## config.mk

```make
export PLATFORM = sky130hd
export DESIGN_NAME = hdgen_top
export DESIGN_NICKNAME = d
export VERILOG_FILES = /design/src/verilog/hdgen_pkg.sv /design/src/verilog/vec_stream_if.sv /design/src/verilog/hdgen_top.sv /design/src/verilog/axis_vec_out.sv /design/src/verilog/item_vector_gen.sv /design/src/verilog/xorshift32.sv /design/src/verilog/axil_regs.sv
export SDC_FILE = /design/constraint.sdc
export NUM_CORES = 1
export LEC_CHECK = 0
export ABC_AREA = 1
export CORE_UTILIZATION = 52
export CTS_BUF_LIST = sky130_fd_sc_hd__clkbuf_4
export DETAILED_ROUTE_END_ITERATION = 8
export DONT_BUFFER_PORTS = 1
export PLACE_DENSITY = 0.73
export SLEW_MARGIN = 20
export SYNTH_ARGS = -nofsm -noshare
export SYNTH_HDL_FRONTEND = slang
export SYNTH_HIERARCHICAL = 1
export SYNTH_SLANG_ARGS = --single-unit
```

## constraint.sdc

```tcl
create_clock -name AXIS_ACLK -period 15.94 [get_ports AXIS_ACLK]
set_input_delay 1.594 -clock AXIS_ACLK [delete_from_list [all_inputs] [get_ports AXIS_ACLK]]
set_output_delay 1.594 -clock AXIS_ACLK [all_outputs]
set_load 0.005 [all_outputs]
```

## src/verilog/hdgen_pkg.sv

```systemverilog
package hdgen_pkg;

    // ========================================================================
    // data widths
    // ========================================================================

    // one xorshift output word
    typedef logic [31:0] word_t;

    typedef logic [31:0] axil_addr_t;
    typedef logic [31:0] axil_data_t;

    // item index or count, up to 65536 items
    typedef logic [15:0] item_cnt_t;

    // ========================================================================
    // AXI-Lite slave
    // ========================================================================

    typedef enum logic [2:0] {
        st_ini,
        st_aw,
        st_w,
        st_aww,
        st_ar1,
        st_ar2
    } axil_state_t;

    // bit 0 is gen
    localparam axil_addr_t reg_ctrl_off  = 32'h0000_0000;
    // last item index N, the run yields N+1 vectors
    localparam axil_addr_t reg_count_off = 32'h0000_0004;
    // read only, vectors accepted in the current or last run
    localparam axil_addr_t reg_done_off  = 32'h0000_0008;

    // ========================================================================
    // xorshift32 constants
    // ========================================================================

    localparam word_t xs_seed    = 32'd2463534242;
    localparam int    xs_shift_a = 13;
    localparam int    xs_shift_b = 17;
    localparam int    xs_shift_c = 5;

endpackage
```

## src/verilog/vec_stream_if.sv

```systemverilog
`timescale 1ns/1ps

// finished vectors from the generator to the output buffer
interface vec_stream_if import hdgen_pkg::*; #(
    parameter int DIM = 128
) ();

    logic           valid;
    logic           ready;
    logic [DIM-1:0] data;
    logic           last;
    item_cnt_t      index;

    // data, last and index hold from valid until the transfer
    modport producer (
        output valid,
        output data,
        output last,
        output index,
        input  ready
    );

    modport consumer (
        input  valid,
        input  data,
        input  last,
        input  index,
        output ready
    );

endinterface

```

## src/verilog/hdgen_top.sv

```systemverilog
`timescale 1ns/1ps

module hdgen_top import hdgen_pkg::*; #(
    parameter int DIM = 128
) (
    input  logic           AXIS_ACLK,
    input  logic           S_AXI_ARESETN,
    // AXI-Lite slave
    input  axil_addr_t     s_axi_awaddr,
    input  logic           s_axi_awvalid,
    output logic           s_axi_awready,
    input  axil_data_t     s_axi_wdata,
    input  logic [3:0]     s_axi_wstrb,
    input  logic           s_axi_wvalid,
    output logic           s_axi_wready,
    output logic [1:0]     s_axi_bresp,
    output logic           s_axi_bvalid,
    input  logic           s_axi_bready,
    input  axil_addr_t     s_axi_araddr,
    input  logic           s_axi_arvalid,
    output logic           s_axi_arready,
    output axil_data_t     s_axi_rdata,
    output logic [1:0]     s_axi_rresp,
    output logic           s_axi_rvalid,
    input  logic           s_axi_rready,
    // AXI-Stream master
    output logic           m_axis_tvalid,
    output logic [DIM-1:0] m_axis_tdata,
    output logic           m_axis_tlast,
    input  logic           m_axis_tready
);

    logic      gen;
    item_cnt_t item_count;
    logic      done_pulse;
    item_cnt_t done_count;

    vec_stream_if #(.DIM(DIM)) vec_if ();

    axil_regs u_regs (
        .AXIS_ACLK     (AXIS_ACLK),
        .S_AXI_ARESETN (S_AXI_ARESETN),
        .s_axi_awaddr  (s_axi_awaddr),
        .s_axi_awvalid (s_axi_awvalid),
        .s_axi_awready (s_axi_awready),
        .s_axi_wdata   (s_axi_wdata),
        .s_axi_wstrb   (s_axi_wstrb),
        .s_axi_wvalid  (s_axi_wvalid),
        .s_axi_wready  (s_axi_wready),
        .s_axi_bresp   (s_axi_bresp),
        .s_axi_bvalid  (s_axi_bvalid),
        .s_axi_bready  (s_axi_bready),
        .s_axi_araddr  (s_axi_araddr),
        .s_axi_arvalid (s_axi_arvalid),
        .s_axi_arready (s_axi_arready),
        .s_axi_rdata   (s_axi_rdata),
        .s_axi_rresp   (s_axi_rresp),
        .s_axi_rvalid  (s_axi_rvalid),
        .s_axi_rready  (s_axi_rready),
        .gen           (gen),
        .item_count    (item_count),
        .done_pulse    (done_pulse),
        .done_count    (done_count)
    );

    item_vector_gen #(.DIM(DIM)) u_gen (
        .AXIS_ACLK     (AXIS_ACLK),
        .S_AXI_ARESETN (S_AXI_ARESETN),
        .gen           (gen),
        .item_count    (item_count),
        .vs            (vec_if.producer)
    );

    axis_vec_out #(.DIM(DIM)) u_out (
        .AXIS_ACLK     (AXIS_ACLK),
        .S_AXI_ARESETN (S_AXI_ARESETN),
        .gen           (gen),
        .vs            (vec_if.consumer),
        .m_axis_tvalid (m_axis_tvalid),
        .m_axis_tdata  (m_axis_tdata),
        .m_axis_tlast  (m_axis_tlast),
        .m_axis_tready (m_axis_tready),
        .done_pulse    (done_pulse),
        .done_count    (done_count)
    );

endmodule

```

## src/verilog/axis_vec_out.sv

```systemverilog
`timescale 1ns/1ps

module axis_vec_out import hdgen_pkg::*; #(
    parameter int DIM = 128
) (
    input  logic           AXIS_ACLK,
    input  logic           S_AXI_ARESETN,
    input  logic           gen,
    vec_stream_if.consumer vs,
    output logic           m_axis_tvalid,
    output logic [DIM-1:0] m_axis_tdata,
    output logic           m_axis_tlast,
    input  logic           m_axis_tready,
    output logic           done_pulse,
    output item_cnt_t      done_count
);

    // two entry FIFO
    logic [DIM-1:0] buf_data  [2];
    logic           buf_last  [2];
    item_cnt_t      buf_index [2];
    logic           wr_ptr;
    logic           rd_ptr;
    logic [1:0]     count;
    logic           push;
    logic           pop;
    logic           gen_q;

    assign vs.ready = (count != 2'd2);
    assign push     = vs.valid && vs.ready;
    assign pop      = m_axis_tvalid && m_axis_tready;

    always_ff @(posedge AXIS_ACLK) begin
        if (push) begin
            buf_data[wr_ptr]  <= vs.data;
            buf_last[wr_ptr]  <= vs.last;
            buf_index[wr_ptr] <= vs.index;
        end
    end

    // flushed whenever gen is low
    always_ff @(posedge AXIS_ACLK) begin
        if (!S_AXI_ARESETN || !gen) begin
            wr_ptr <= 1'b0;
            rd_ptr <= 1'b0;
            count  <= 2'd0;
        end else begin
            if (push) begin
                wr_ptr <= !wr_ptr;
            end
            if (pop) begin
                rd_ptr <= !rd_ptr;
            end
            case ({push, pop})
                2'b10:   count <= count + 2'd1;
                2'b01:   count <= count - 2'd1;
                default: count <= count;
            endcase
        end
    end

    assign m_axis_tvalid = (count != 2'd0);
    assign m_axis_tdata  = buf_data[rd_ptr];
    assign m_axis_tlast  = buf_last[rd_ptr];
    assign done_pulse    = pop && buf_last[rd_ptr];

    // ========================================================================
    // completion count, kept after gen clears
    // ========================================================================

    always_ff @(posedge AXIS_ACLK) begin
        if (!S_AXI_ARESETN) begin
            gen_q      <= 1'b0;
            done_count <= '0;
        end else begin
            gen_q <= gen;
            if (gen && !gen_q) begin
                done_count <= '0;
            end else if (pop) begin
                // vectors leave in index order
                done_count <= buf_index[rd_ptr] + 1'b1;
            end
        end
    end

    assert property (@(posedge AXIS_ACLK) disable iff (!S_AXI_ARESETN || !gen)
        m_axis_tvalid && !m_axis_tready |=>
            m_axis_tvalid && $stable(m_axis_tdata) && $stable(m_axis_tlast));

endmodule

```

## src/verilog/item_vector_gen.sv

```systemverilog
`timescale 1ns/1ps

module item_vector_gen import hdgen_pkg::*; #(
    parameter int DIM = 128
) (
    input  logic           AXIS_ACLK,
    input  logic           S_AXI_ARESETN,
    input  logic           gen,
    input  item_cnt_t      item_count,
    vec_stream_if.producer vs
);

    localparam int WORDS = DIM / 32;
    localparam int WW    = (WORDS > 1) ? $clog2(WORDS) : 1;
    localparam logic [WW-1:0] LAST_WORD = WW'(WORDS - 1);

    // word counter, slice of the vector being filled
    logic [WW-1:0]  word_idx;
    logic [DIM-1:0] fill_q;
    // index of the vector being filled
    item_cnt_t      item_idx;
    logic           all_filled;
    logic           valid_q;
    logic           last_q;
    item_cnt_t      index_q;
    logic           fill_en;
    logic           fill_done;
    word_t          rand_word;

    // seed held while gen is low
    xorshift32 u_prng (
        .AXIS_ACLK     (AXIS_ACLK),
        .S_AXI_ARESETN (S_AXI_ARESETN),
        .restart       (!gen),
        .advance       (fill_en),
        .rand_word     (rand_word)
    );

    // freeze while a finished vector is refused
    assign fill_en   = gen && !all_filled && (!valid_q || vs.ready);
    assign fill_done = fill_en && (word_idx == LAST_WORD);

    always_ff @(posedge AXIS_ACLK) begin
        if (!S_AXI_ARESETN || !gen) begin
            word_idx <= '0;
        end else if (fill_done) begin
            word_idx <= '0;
        end else if (fill_en) begin
            word_idx <= word_idx + 1'b1;
        end
    end

    // word 0 at the lowest bits
    always_ff @(posedge AXIS_ACLK) begin
        if (fill_en) begin
            fill_q[word_idx * 32 +: 32] <= rand_word;
        end
    end

    // ========================================================================
    // item sequencing
    // ========================================================================

    always_ff @(posedge AXIS_ACLK) begin
        if (!S_AXI_ARESETN || !gen) begin
            item_idx   <= '0;
            all_filled <= 1'b0;
            valid_q    <= 1'b0;
            last_q     <= 1'b0;
            index_q    <= '0;
        end else begin
            if (valid_q && vs.ready) begin
                valid_q <= 1'b0;
            end
            if (fill_done) begin
                valid_q  <= 1'b1;
                index_q  <= item_idx;
                last_q   <= (item_idx == item_count);
                item_idx <= item_idx + 1'b1;
                // stop here until gen falls and rises again
                all_filled <= (item_idx == item_count);
            end
        end
    end

    assign vs.valid = valid_q;
    assign vs.data  = fill_q;
    assign vs.last  = last_q;
    assign vs.index = index_q;

endmodule

```

## src/verilog/xorshift32.sv

```systemverilog
`timescale 1ns/1ps

module xorshift32 import hdgen_pkg::*; (
    input  logic  AXIS_ACLK,
    input  logic  S_AXI_ARESETN,
    input  logic  restart,
    input  logic  advance,
    output word_t rand_word
);

    word_t state_q;
    word_t step_a;
    word_t step_b;
    word_t step_c;

    // three shift-xor steps
    always_comb begin
        step_a = state_q ^ (state_q << xs_shift_a);
        step_b = step_a ^ (step_a >> xs_shift_b);
        step_c = step_b ^ (step_b << xs_shift_c);
    end

    always_ff @(posedge AXIS_ACLK) begin
        if (!S_AXI_ARESETN || restart) begin
            state_q <= xs_seed;
        end else if (advance) begin
            state_q <= step_c;
        end
    end

    // the word handed out is the next state
    assign rand_word = step_c;

    // zero is a fixed point of xorshift
    assert property (@(posedge AXIS_ACLK) disable iff (!S_AXI_ARESETN)
        state_q != '0);

endmodule

```

## src/verilog/axil_regs.sv

```systemverilog
`timescale 1ns/1ps

module axil_regs import hdgen_pkg::*; (
    input  logic       AXIS_ACLK,
    input  logic       S_AXI_ARESETN,
    input  axil_addr_t s_axi_awaddr,
    input  logic       s_axi_awvalid,
    output logic       s_axi_awready,
    input  axil_data_t s_axi_wdata,
    input  logic [3:0] s_axi_wstrb,
    input  logic       s_axi_wvalid,
    output logic       s_axi_wready,
    output logic [1:0] s_axi_bresp,
    output logic       s_axi_bvalid,
    input  logic       s_axi_bready,
    input  axil_addr_t s_axi_araddr,
    input  logic       s_axi_arvalid,
    output logic       s_axi_arready,
    output axil_data_t s_axi_rdata,
    output logic [1:0] s_axi_rresp,
    output logic       s_axi_rvalid,
    input  logic       s_axi_rready,
    output logic       gen,
    output item_cnt_t  item_count,
    input  logic       done_pulse,
    input  item_cnt_t  done_count
);

    axil_state_t state;
    axil_addr_t  wr_addr;
    axil_data_t  wr_data;
    logic [3:0]  wr_strb;
    axil_addr_t  rd_addr;
    // one cycle on entry to st_aww
    logic        wr_commit;

    // ========================================================================
    // handshake state machine
    // ========================================================================

    assign s_axi_awready = (state == st_ini) || (state == st_w);
    assign s_axi_wready  = (state == st_ini) || (state == st_aw);
    // writes win over a read offered in the same cycle
    assign s_axi_arready = (state == st_ini) && !s_axi_awvalid && !s_axi_wvalid;
    assign s_axi_bvalid  = (state == st_aww);
    assign s_axi_rvalid  = (state == st_ar2);
    assign s_axi_bresp   = 2'b00;
    assign s_axi_rresp   = 2'b00;

    always_ff @(posedge AXIS_ACLK) begin
        if (!S_AXI_ARESETN) begin
            state     <= st_ini;
            wr_commit <= 1'b0;
        end else begin
            wr_commit <= 1'b0;
            case (state)
                st_ini: begin
                    if (s_axi_awvalid && s_axi_wvalid) begin
                        state     <= st_aww;
                        wr_commit <= 1'b1;
                    end else if (s_axi_awvalid) begin
                        state <= st_aw;
                    end else if (s_axi_wvalid) begin
                        state <= st_w;
                    end else if (s_axi_arvalid) begin
                        state <= st_ar1;
                    end
                end
                st_aw: begin
                    if (s_axi_wvalid) begin
                        state     <= st_aww;
                        wr_commit <= 1'b1;
                    end
                end
                st_w: begin
                    if (s_axi_awvalid) begin
                        state     <= st_aww;
                        wr_commit <= 1'b1;
                    end
                end
                st_aww: begin
                    if (s_axi_bready) begin
                        state <= st_ini;
                    end
                end
                st_ar1: begin
                    state <= st_ar2;
                end
                st_ar2: begin
                    if (s_axi_rready) begin
                        state <= st_ini;
                    end
                end
                default: begin
                    state <= st_ini;
                end
            endcase
        end
    end

    // address and data capture on each channel handshake
    always_ff @(posedge AXIS_ACLK) begin
        if (s_axi_awvalid && s_axi_awready) begin
            wr_addr <= s_axi_awaddr;
        end
        if (s_axi_wvalid && s_axi_wready) begin
            wr_data <= s_axi_wdata;
            wr_strb <= s_axi_wstrb;
        end
        if (s_axi_arvalid && s_axi_arready) begin
            rd_addr <= s_axi_araddr;
        end
    end

    // ========================================================================
    // registers
    // ========================================================================

    always_ff @(posedge AXIS_ACLK) begin
        if (!S_AXI_ARESETN) begin
            gen        <= 1'b0;
            item_count <= '0;
        end else begin
            // self clear once the last vector is taken
            if (done_pulse) begin
                gen <= 1'b0;
            end
            if (wr_commit) begin
                case ({wr_addr[31:2], 2'b00})
                    reg_ctrl_off: begin
                        if (wr_strb[0]) begin
                            gen <= wr_data[0];
                        end
                    end
                    reg_count_off: begin
                        if (wr_strb[0]) begin
                            item_count[7:0] <= wr_data[7:0];
                        end
                        if (wr_strb[1]) begin
                            item_count[15:8] <= wr_data[15:8];
                        end
                    end
                    default: begin
                    end
                endcase
            end
        end
    end

    // read data settles in st_ar1, shown in st_ar2
    always_ff @(posedge AXIS_ACLK) begin
        if (state == st_ar1) begin
            case ({rd_addr[31:2], 2'b00})
                reg_ctrl_off:  s_axi_rdata <= axil_data_t'(gen);
                reg_count_off: s_axi_rdata <= axil_data_t'(item_count);
                reg_done_off:  s_axi_rdata <= axil_data_t'(done_count);
                default:       s_axi_rdata <= '0;
            endcase
        end
    end

    assert property (@(posedge AXIS_ACLK) disable iff (!S_AXI_ARESETN)
        !(s_axi_bvalid && s_axi_rvalid));

    // a completion can only come from a run that is still enabled
    assert property (@(posedge AXIS_ACLK) disable iff (!S_AXI_ARESETN)
        done_pulse |-> gen);

endmodule

```

Word level (Yosys, flattened, before mapping). Memory sizes are Yosys's and may differ from the RTL's. A register that Yosys moved wholly into a read port is not among the register bits. Cells that the tools add are included.

Equality and inequality tests: 18. Shifts and indexed selects: 2. Add/subtract/negate cells: 6. Reduce and logical (&&, ||, !) cells: 37. Multiplexer cells: 30. Bitwise operators: 4.

Operator list (number): $bwmux W128 (1); $shift A32 B34 Y128 const A (1); $shiftx A32 B34 Y128 (1); $xor A32 B32 Y32 (2); $eq A30 B1 Y1 const B (2); $logic_not A30 Y1 (2); $pmux W16 S3 (1); $neg A7 Y34 (1); $add A16 B1 Y16 const B (2); $xor A32 B15 Y32 (1); $eq A30 B2 Y1 const B (1); $mux W3 (8); $pmux W3 S6 (1); $mux W1 (17); $eq A16 B16 Y1 (1); $logic_and A1 B1 Y1 (13); $logic_not A1 Y1 (9); $eq A3 B2 Y1 const B (2); $eq A3 B3 Y1 const B (2); $ne A2 B2 Y1 const B (3); $reduce_and A3 Y1 (2); $reduce_bool A2 Y1 (3); $ne A5 B5 Y1 const B (1); $reduce_and A5 Y1 (1); other kinds (12) (19).

Memory bits (writable): 290. Word-level logic and storage cells: 122. Memories: 3. Register bits after elaboration: 352.

Memories: u_out.buf_data (words 2, width 128, rd ports 1, clocked after memory_dff 1, wr ports 1, line axis_vec_out.sv:19) `logic [DIM-1:0] buf_data [2];`; u_out.buf_index (words 2, width 16, rd ports 1, clocked after memory_dff 1, wr ports 1, line axis_vec_out.sv:21) `item_cnt_t buf_index [2];`; u_out.buf_last (words 2, width 1, rd ports 1, clocked after memory_dff 1, wr ports 1, line axis_vec_out.sv:20) `logic buf_last [2];`.

Longest topological paths before layout. Gate-level depths: netlist of the first run.

Word-level depth: 7. Mapped depth: 14.

By module. The synthesis of the first run kept the hierarchy.

By module, submodules not included: axis_vec_out (instances 1, area an instance 12002.8 µm², cells an instance 989, sequential area each 9148.8 µm²); item_vector_gen (instances 1, area an instance 6536.3 µm², cells an instance 578, sequential area each 4564.4 µm²); axil_regs (instances 1, area an instance 4749.6 µm², cells an instance 416, sequential area each 3243.1 µm²); xorshift32 (instances 1, area an instance 2192.1 µm², cells an instance 364, sequential area each 640.6 µm²).

Least setup slack after synthesis of the first run. OpenSTA, ideal clock, no wires.

Path type: reg2reg. Start: register u_out.count[0]. End: memory u_out.buf_data[1][0] (enable). Data required time: 15.288 ns. Setup time: 0.652 ns. Path slack: 8.674 ns. Clock period less this slack: 7.266 ns. Stages on the path, launching flop included: 5. Arrival time: 6.614 ns. Cell sequence: dfxtp_1 -> inv_1 -> nand2_1 -> nand2_1 -> nor2_1.

Longest elaborated chain between the ends: 4.

RTL lines: start, declared (line axis_vec_out.sv:24) `logic [1:0] count;`; start signal, assigned (line axis_vec_out.sv:55) `2'b10: count <= count + 2'd1;`; start signal, assigned (line axis_vec_out.sv:56) `2'b01: count <= count - 2'd1;`; start signal, assigned (line axis_vec_out.sv:57) `default: count <= count;`; $ne A2 B2 Y1 (line axis_vec_out.sv:29) `assign vs.ready = (count != 2'd2);`; net vec_if.ready (line vec_stream_if.sv:9) `logic ready;`; $logic_and A1 B1 Y1 (line axis_vec_out.sv:30) `assign push = vs.valid && vs.ready;`; $mux W1 (line axis_vec_out.sv:34) `if (push) begin`; $mux W1 (not written as such) (line axis_vec_out.sv:35) `buf_data[wr_ptr] <= vs.data;`; end, declared (line axis_vec_out.sv:19).

The timed path passes the listed nets, and every way through them passes these cells.

==> impl_metrics.py, run 1 <==
metrics = {
    "outcome": {
        "outcome": "finished clean",
    },
    "floorplanning": {
        "fp-row-count": 80,
        "die_h_microns": 223.4,
        "core_area_sq_um": 48050,
        "die-area_sq_um": 49890,
        "start_util_pct": 53.03,
        "die_width_microns": 223.4,
        "top_level_ports": 279,
    },
    "route": {
        "num_vias": 16530,
        "drt_pass1_iterations": 6,
        "detail_route.drc_violations": 0,
        "drtIter0Drc": 1582,
        "detail_route.wirelength_microns": 55810,
        "detail_route.vias_per_cell": 5.209,
        "antenna_violating_nets_post_route": 0,
        "avgRoutedWirePerCell_microns": 17.59,
    },
    "synthesis": {
        "mappedNetlistArea_sq_um": 25480,
        "ys_seq_area_share_pct": 69.06,
        "yosysTopAreaCellShare_pct": 60.34,
        "synth-warning-count": 6,
        "synthCells": 2347,
        "synth-seq-cells": 623,
        "syn_area_per_cell_sq_um": 10.86,
        "synth.area.top_cells": "sky130_fd_sc_hd__edfxtp_1 60%, sky130_fd_sc_hd__nand2_1 11%, sky130_fd_sc_hd__dfxtp_1 8.7%",
        "synth_top_area_cell": "sky130_fd_sc_hd__edfxtp_1",
        "synthDistinctLibCells": 44,
    },
    "global_routing": {
        "grt_start_max_net_pins": 100,
        "grt_pass1_vias": 15800,
        "initial_antenna_violation_count": 2,
        "grt_remaining_overflow": 0,
        "grt_first_pass_wirelength_microns": 84840,
        "grt_util_all_layers_pct": 22.55,
    },
    "placement": {
        "detailed_place_hpwl_microns": 36000,
        "place_inst": 2888,
        "dpl-instance-area_sq_um": 25800,
        "gp_congestion": 0.8550,
        "buffer_ports.inserted": 0,
    },
    "sta": {
        "timing.final.crit_period_ps": 4910,
        "final_hold_viol_count": 0,
        "final.setup_skew_ps": 88.77,
        "grt_setup_unrepaired": "no",
        "final_max_slew_viol_count": 0,
        "worst_margin_slew_ps": 1046,
        "setup_failing_eps_final": 0,
        "max_clock_freq_ghz": 0.2036,
        "timing.max_slew.rel_slack_pct": 30.10,
        "setup-tns-final_ps": 0,
        "layout_worst_path_cycle_share_pct": 30.81,
    },
    "power_and_ir_drop": {
        "ir_drop_v": 0.0001046,
        "power_density_nw_per_um2": 116.0,
        "leak_nw": 11.32,
        "total_power_mw": 3.237,
    },
    "critical_path": {
        "critPathKind": "flop to output port",
        "worst-endpoint-required_ps": 14350,
        "worst_setup_path_end_kind": "output port",
        "cp_max_fo": 81,
        "worstSetupStartpointType": "flop",
        "critical_path_arrival_ps": 3320,
        "rrSetupSlack_ps": 12830,
    },
    "clock_network": {
        "cts_tree": "built",
        "clock_sink_count": 623,
        "cts_repair_resize_count": 0,
        "cts_hold_buf": 0,
        "tritoncts.num_buffers": 152,
        "worstSkewPairLatency_ps": 980,
        "path_clk_slew_ps": 60,
        "postCtsSetupRepairBufs": 0,
        "cts-htree-levels": 4,
        "root_buffer": "sky130_fd_sc_hd__clkbuf_4",
        "clk_path_buf_depth": 3,
    },
    "cells_and_area": {
        "sequential_cell_area_sq_um": 17600,
        "finish.net_count": 2544,
        "fin_cells": 3173,
        "multi_input_area_sq_um": 6548,
        "area.growth.synth_to_final_pct": 9.463,
        "layout.cells.most_common_list": "752 x sky130_fd_sc_hd__nand2_1, 512 x sky130_fd_sc_hd__edfxtp_1, 240 x sky130_fd_sc_hd__clkbuf_4, 190 x sky130_fd_sc_hd__nor2_1, 183 x sky130_fd_sc_hd__inv_1",
        "final_design_area_no_fill_sq_um": 27890,
        "mostFrequentLayoutCell": "sky130_fd_sc_hd__nand2_1",
        "drive_above_1_share_pct": 15.35,
        "fillerInstances": 3893,
    },
    "job": {
        "max_cap_violations": 0,
    },
    "hold_path": {
        "min_path_type": "flop to flop",
    },
}
==> worst max-delay path, stage by stage (launching register included) <==
cell	delay, ps
sky130_fd_sc_hd__dfxtp_4	940
sky130_fd_sc_hd__inv_4	450
sky130_fd_sc_hd__buf_4	390
sky130_fd_sc_hd__buf_16	260
sky130_fd_sc_hd__nand2_1	130
sky130_fd_sc_hd__nand2_1	110
==> path summary, 6_finish.rpt <==
path | startpoint | endpoint | cells after the start
hold reg to reg | u_gen/vs.data[1]$_DFFE_PP_ | u_out/buf_data[1][1]$_DFFE_PP_ | 0
setup / recovery | flop | m_axis_tdata[29] | 5
setup reg to reg | u_out/count[0]$_SDFFE_PP0P_ | u_out/buf_data[0][59]$_DFFE_PP_ | 6
hold / removal | u_gen/vs.data[1]$_DFFE_PP_ | u_out/buf_data[1][1]$_DFFE_PP_ | 0
==> per-layer routing <==
metal  part of all wire, %  global-route usage, %  up-vias
met5                     0                      0        -
met4                   3.0                  10.14        0
met3                   9.3                  7.388       99
met2                    47                  35.68      674
met1                    41                  28.33     7740
li1                      -                      -     8015
==> synthesized netlist by cell type (all sizes together) <==
cell type and instances:
a21oi 83, a31oi 1, and2 4, buf 88
clkbuf 19, clkinv 2, conb 1, dfxtp 111
edfxtp 512, ha 8, inv 205, nand2 793
nand3 118, nand3b 1, nand4 7, nor2 216
nor3 74, nor3b 10, o211ai 5, o21a 1
o21ai 52, or2 4, xnor2 11, xor2 21
==> cells by family after synthesis <==
| logic type | after synthesis | synth area share, % |
|---|---|---|
| buffers and inverters | 314 | 5.691 |
| adder cells (fa/ha/maj) | 8 | 0.3928 |
| other | 1 | 0.01472 |
| AO/OA/AOI/OAI | 142 | 2.868 |
| XOR/XNOR | 32 | 1.188 |
| flip-flops | 623 | 69.06 |
| AND/OR/NAND/NOR | 1227 | 20.79 |
==> stage by stage <==
| step | hold slack, ps | setup WS [ps] | utilization, % |
|---|---|---|---|
| 4_1_cts | 420.2 | 10710 | 57.94 |
| 6_report | 409.7 | 11030 | 58.05 |
| 2_1_floorplan | 420.3 | 8674 | - |
| 3_5_place_dp | 429.0 | 11790 | 53.70 |
| 3_3_place_gp | 422.3 | 11890 | 53.70 |
| 5_1_grt | 431.1 | 10750 | 58.05 |
==> power by group <==
part,leakage [nW],internal [mW],switching (mW)
combinational,4.11,0.0230,0.0613
clock,1.22,0.708,0.621
sequential,5.99,1.80,0.0234
==> state kept, by name (all words and copies together), names as in the netlist, 16 cells and up, named ones only <==
| register | count |
|---|---|
| u_gen/item_idx | 16 |
| u_gen/u_prng/state_q | 32 |
| u_gen/vs.data | 128 |
| u_gen/vs.index | 16 |
| u_out/buf_data | 256 |
| u_out/buf_index | 32 |
| u_out/done_count | 16 |
| u_regs/item_count | 16 |
| u_regs/rd_addr | 30 |
| u_regs/s_axi_rdata | 16 |
| u_regs/wr_addr | 30 |
| u_regs/wr_data | 16 |
==> area by class of cell <==
cell class | count | share of cell area, %
multi-input cells | 1429 | 23.47
repair buffers | 15 | 0.5024
diodes | 5 | 0.04486
clock buffers | 240 | 6.460
inverters | 207 | 2.804
well taps | 615 | 2.759
flip-flops and latches | 623 | 63.10
clock inverters | 39 | 0.8523
(Power assumes the default switching activity.)
==> run 2: changes to the inputs <==
==> constraint.sdc (replaced) <==
create_clock -name AXIS_ACLK -period 4.81 [get_ports AXIS_ACLK]
set_input_delay 0.481 -clock AXIS_ACLK [delete_from_list [all_inputs] [get_ports AXIS_ACLK]]
set_output_delay 0.481 -clock AXIS_ACLK [all_outputs]
set_load 0.005 [all_outputs]
==> run 2 against run 1 <==
Core utilization increased by 1.6 points. Power rose to 3.3 times the previous value. Largest cell class unchanged. Non-clock buffer count up 86.
==> impl_metrics.py, run 2 (synthesis results as in run 1) <==
metrics = {
    "outcome": {
        "outcome": "finished clean",
    },
    "critical_path": {
        "cpMaxStageDelayCell": "sky130_fd_sc_hd__inv_4",
        "worst_setup_path_end_kind": "output port",
        "critPathKind": "flop to output port",
        "worstSetupStartpointType": "flop",
        "worst-endpoint-required_ps": 4330,
        "cpMostUsedCell": "sky130_fd_sc_hd__nand2_1",
        "cp_max_fo": 88,
        "timing.critical_path.cells": "inv_4 > buf_4 > nand2_1 > nand2_1",
        "critical_path_arrival_ps": 3330,
        "reg2regPathDepth": 13,
        "cpPeakStageDelay_ps": 770,
    },
    "placement": {
        "gp_congestion": 0.9000,
        "dpl-instance-area_sq_um": 25810,
        "buffer_ports.inserted": 0,
        "placement.setup.worst_slack_ps": 1837,
        "detailed_place_hpwl_microns": 35520,
    },
    "clock_network": {
        "cts_repair_resize_count": 0,
        "clock_sink_count": 623,
        "clk_path_buf_depth": 3,
        "cts_tree": "built",
        "tritoncts.num_buffers": 152,
        "cts-htree-levels": 4,
        "root_buffer": "sky130_fd_sc_hd__clkbuf_4",
        "cts_hold_buf": 89,
        "postCtsSetupRepairBufs": 0,
        "path_clk_slew_ps": 90,
        "worstSkewPairLatency_ps": 970,
    },
    "cells_and_area": {
        "largest_register": "u_out/buf_data",
        "final_design_area_no_fill_sq_um": 28680,
        "layout.cells.most_common_list": "752 x sky130_fd_sc_hd__nand2_1, 512 x sky130_fd_sc_hd__edfxtp_1, 226 x sky130_fd_sc_hd__clkbuf_4, 190 x sky130_fd_sc_hd__nor2_1, 183 x sky130_fd_sc_hd__inv_1",
        "drive_above_1_share_pct": 14.33,
        "mostFrequentLayoutCell": "sky130_fd_sc_hd__nand2_1",
        "finish.net_count": 2630,
        "largest_register_ffs": 256,
        "area.growth.synth_to_final_pct": 12.54,
    },
    "sta": {
        "worst_margin_slew_ps": 1066,
        "timing.max_slew.rel_slack_pct": 28.69,
        "setup_failing_eps_final": 0,
        "postLayoutSetupSlackWorst_ps": 994.9,
        "grt_setup_unrepaired": "no",
        "final.setup_skew_ps": 60.10,
        "final_hold_viol_count": 0,
        "layout_worst_path_cycle_share_pct": 79.32,
        "final_max_slew_viol_count": 0,
        "timing.final.crit_period_ps": 3815,
        "max_clock_freq_ghz": 0.2621,
    },
    "power_and_ir_drop": {
        "leak_nw": 11.60,
        "power_density_nw_per_um2": 377.6,
        "ir_drop_v": 0.0003637,
    },
    "global_routing": {
        "grt_start_max_net_pins": 124,
        "grt_pass1_vias": 16550,
        "initial_antenna_violation_count": 2,
        "grt_first_pass_wirelength_microns": 90110,
        "grt_remaining_overflow": 0,
        "grt_util_all_layers_pct": 23.98,
    },
    "floorplanning": {
        "start_util_pct": 53.03,
        "die_h_microns": 223.4,
        "fp-row-count": 80,
        "die-area_sq_um": 49890,
        "top_level_ports": 279,
        "die_width_microns": 223.4,
        "core_area_sq_um": 48050,
    },
    "route": {
        "detail_route.wirelength_microns": 58840,
        "antenna_violating_nets_post_route": 0,
        "detail_route.drc_violations": 0,
        "drtIter0Drc": 1699,
        "drt_pass1_iterations": 6,
        "detail_route.vias_per_cell": 5.279,
        "num_vias": 17140,
        "avgRoutedWirePerCell_microns": 18.12,
    },
    "hold_path": {
        "hold_depth": 1,
        "min_path_type": "input pin to flop",
    },
    "job": {
        "max_cap_violations": 0,
    },
}
==> run 2: changes by cell type in the layout (fill, tap and decap cells not counted), moves of 2 or more <==
cell	change
sky130_fd_sc_hd__clkinv_2	+2
sky130_fd_sc_hd__buf_6	-2
sky130_fd_sc_hd__diode_2	-3
sky130_fd_sc_hd__clkinv_1	+3
sky130_fd_sc_hd__buf_4	-2
sky130_fd_sc_hd__clkinvlp_4	+2
sky130_fd_sc_hd__buf_12	+2
sky130_fd_sc_hd__dlygate4sd3_1	+89
sky130_fd_sc_hd__inv_6	-4
sky130_fd_sc_hd__clkbuf_4	-14
==> run 2: layer usage <==
layer,share of wire [%],routed length [microns],global-route usage (%),up-vias
li1,-,-,-,8156
met1,40,23260,29.94,8080
met2,48,28190,38.62,754
met3,9.1,5338,7.046,152
met4,3.5,2053,11.07,0
met5,0,0,0,-
==> run 2: final timing paths <==
kind	slack, ps	to	from
hold reg to reg	420	flop	u_out/rd_ptr$_SDFFE_PP0P_
hold / removal	130	u_regs/rd_addr[16]$_DFFE_PP_	s_axi_araddr[16]
setup / recovery	990	m_axis_tdata[100]	flop
setup reg to reg	1040	u_regs/state[0]$_SDFFE_PN0P_	u_regs/state[2]$_SDFFE_PN0P_
==> run 2: final cells by class <==
| cell class | instances | area, sq um |
|---|---|---|
| multi-input combinational | 1429 | 6548 |
| clock inverter | 44 | 267.8 |
| tap | 615 | 769.5 |
| antenna | 2 | 5.005 |
| clock buffer | 226 | 1697 |
| inverter | 207 | 782.0 |
| fill | 3760 | 19370 |
| timing repair buffer | 101 | 1006 |
| sequential | 623 | 17600 |
==> run 2: power by group <==
group	leakage [nW]	internal [mW]	switching, mW
Sequential	5.96	5.96	0.0878
Clock	1.17	2.27	2.11
Combinational	4.47	0.142	0.250
==> run 2: critical path, delay by kind of cell, from the launching register on <==
kind / cells / cell delay, ps
and+or+nand+nor: 2 / 310
DFF: 1 / 590
buffers and inverters: 2 / 1440
==> run 2: stage by stage <==
step / std cells / hold slack (ps) / util, % / power (mW) / TNS [ps]
floorplan: 2366 / 420.3 / - / 6.391 / -1179
global placement: 2886 / 422.3 / 53.72 / 6.418 / 0
detailed placement: 2886 / 429.0 / 53.72 / 6.438 / 0
CTS: 3245 / 1.946 / 59.66 / 10.88 / 0
global route: 3247 / 38.31 / 59.68 / 11.26 / 0
finish: 3247 / 125.9 / 59.68 / 10.83 / 0
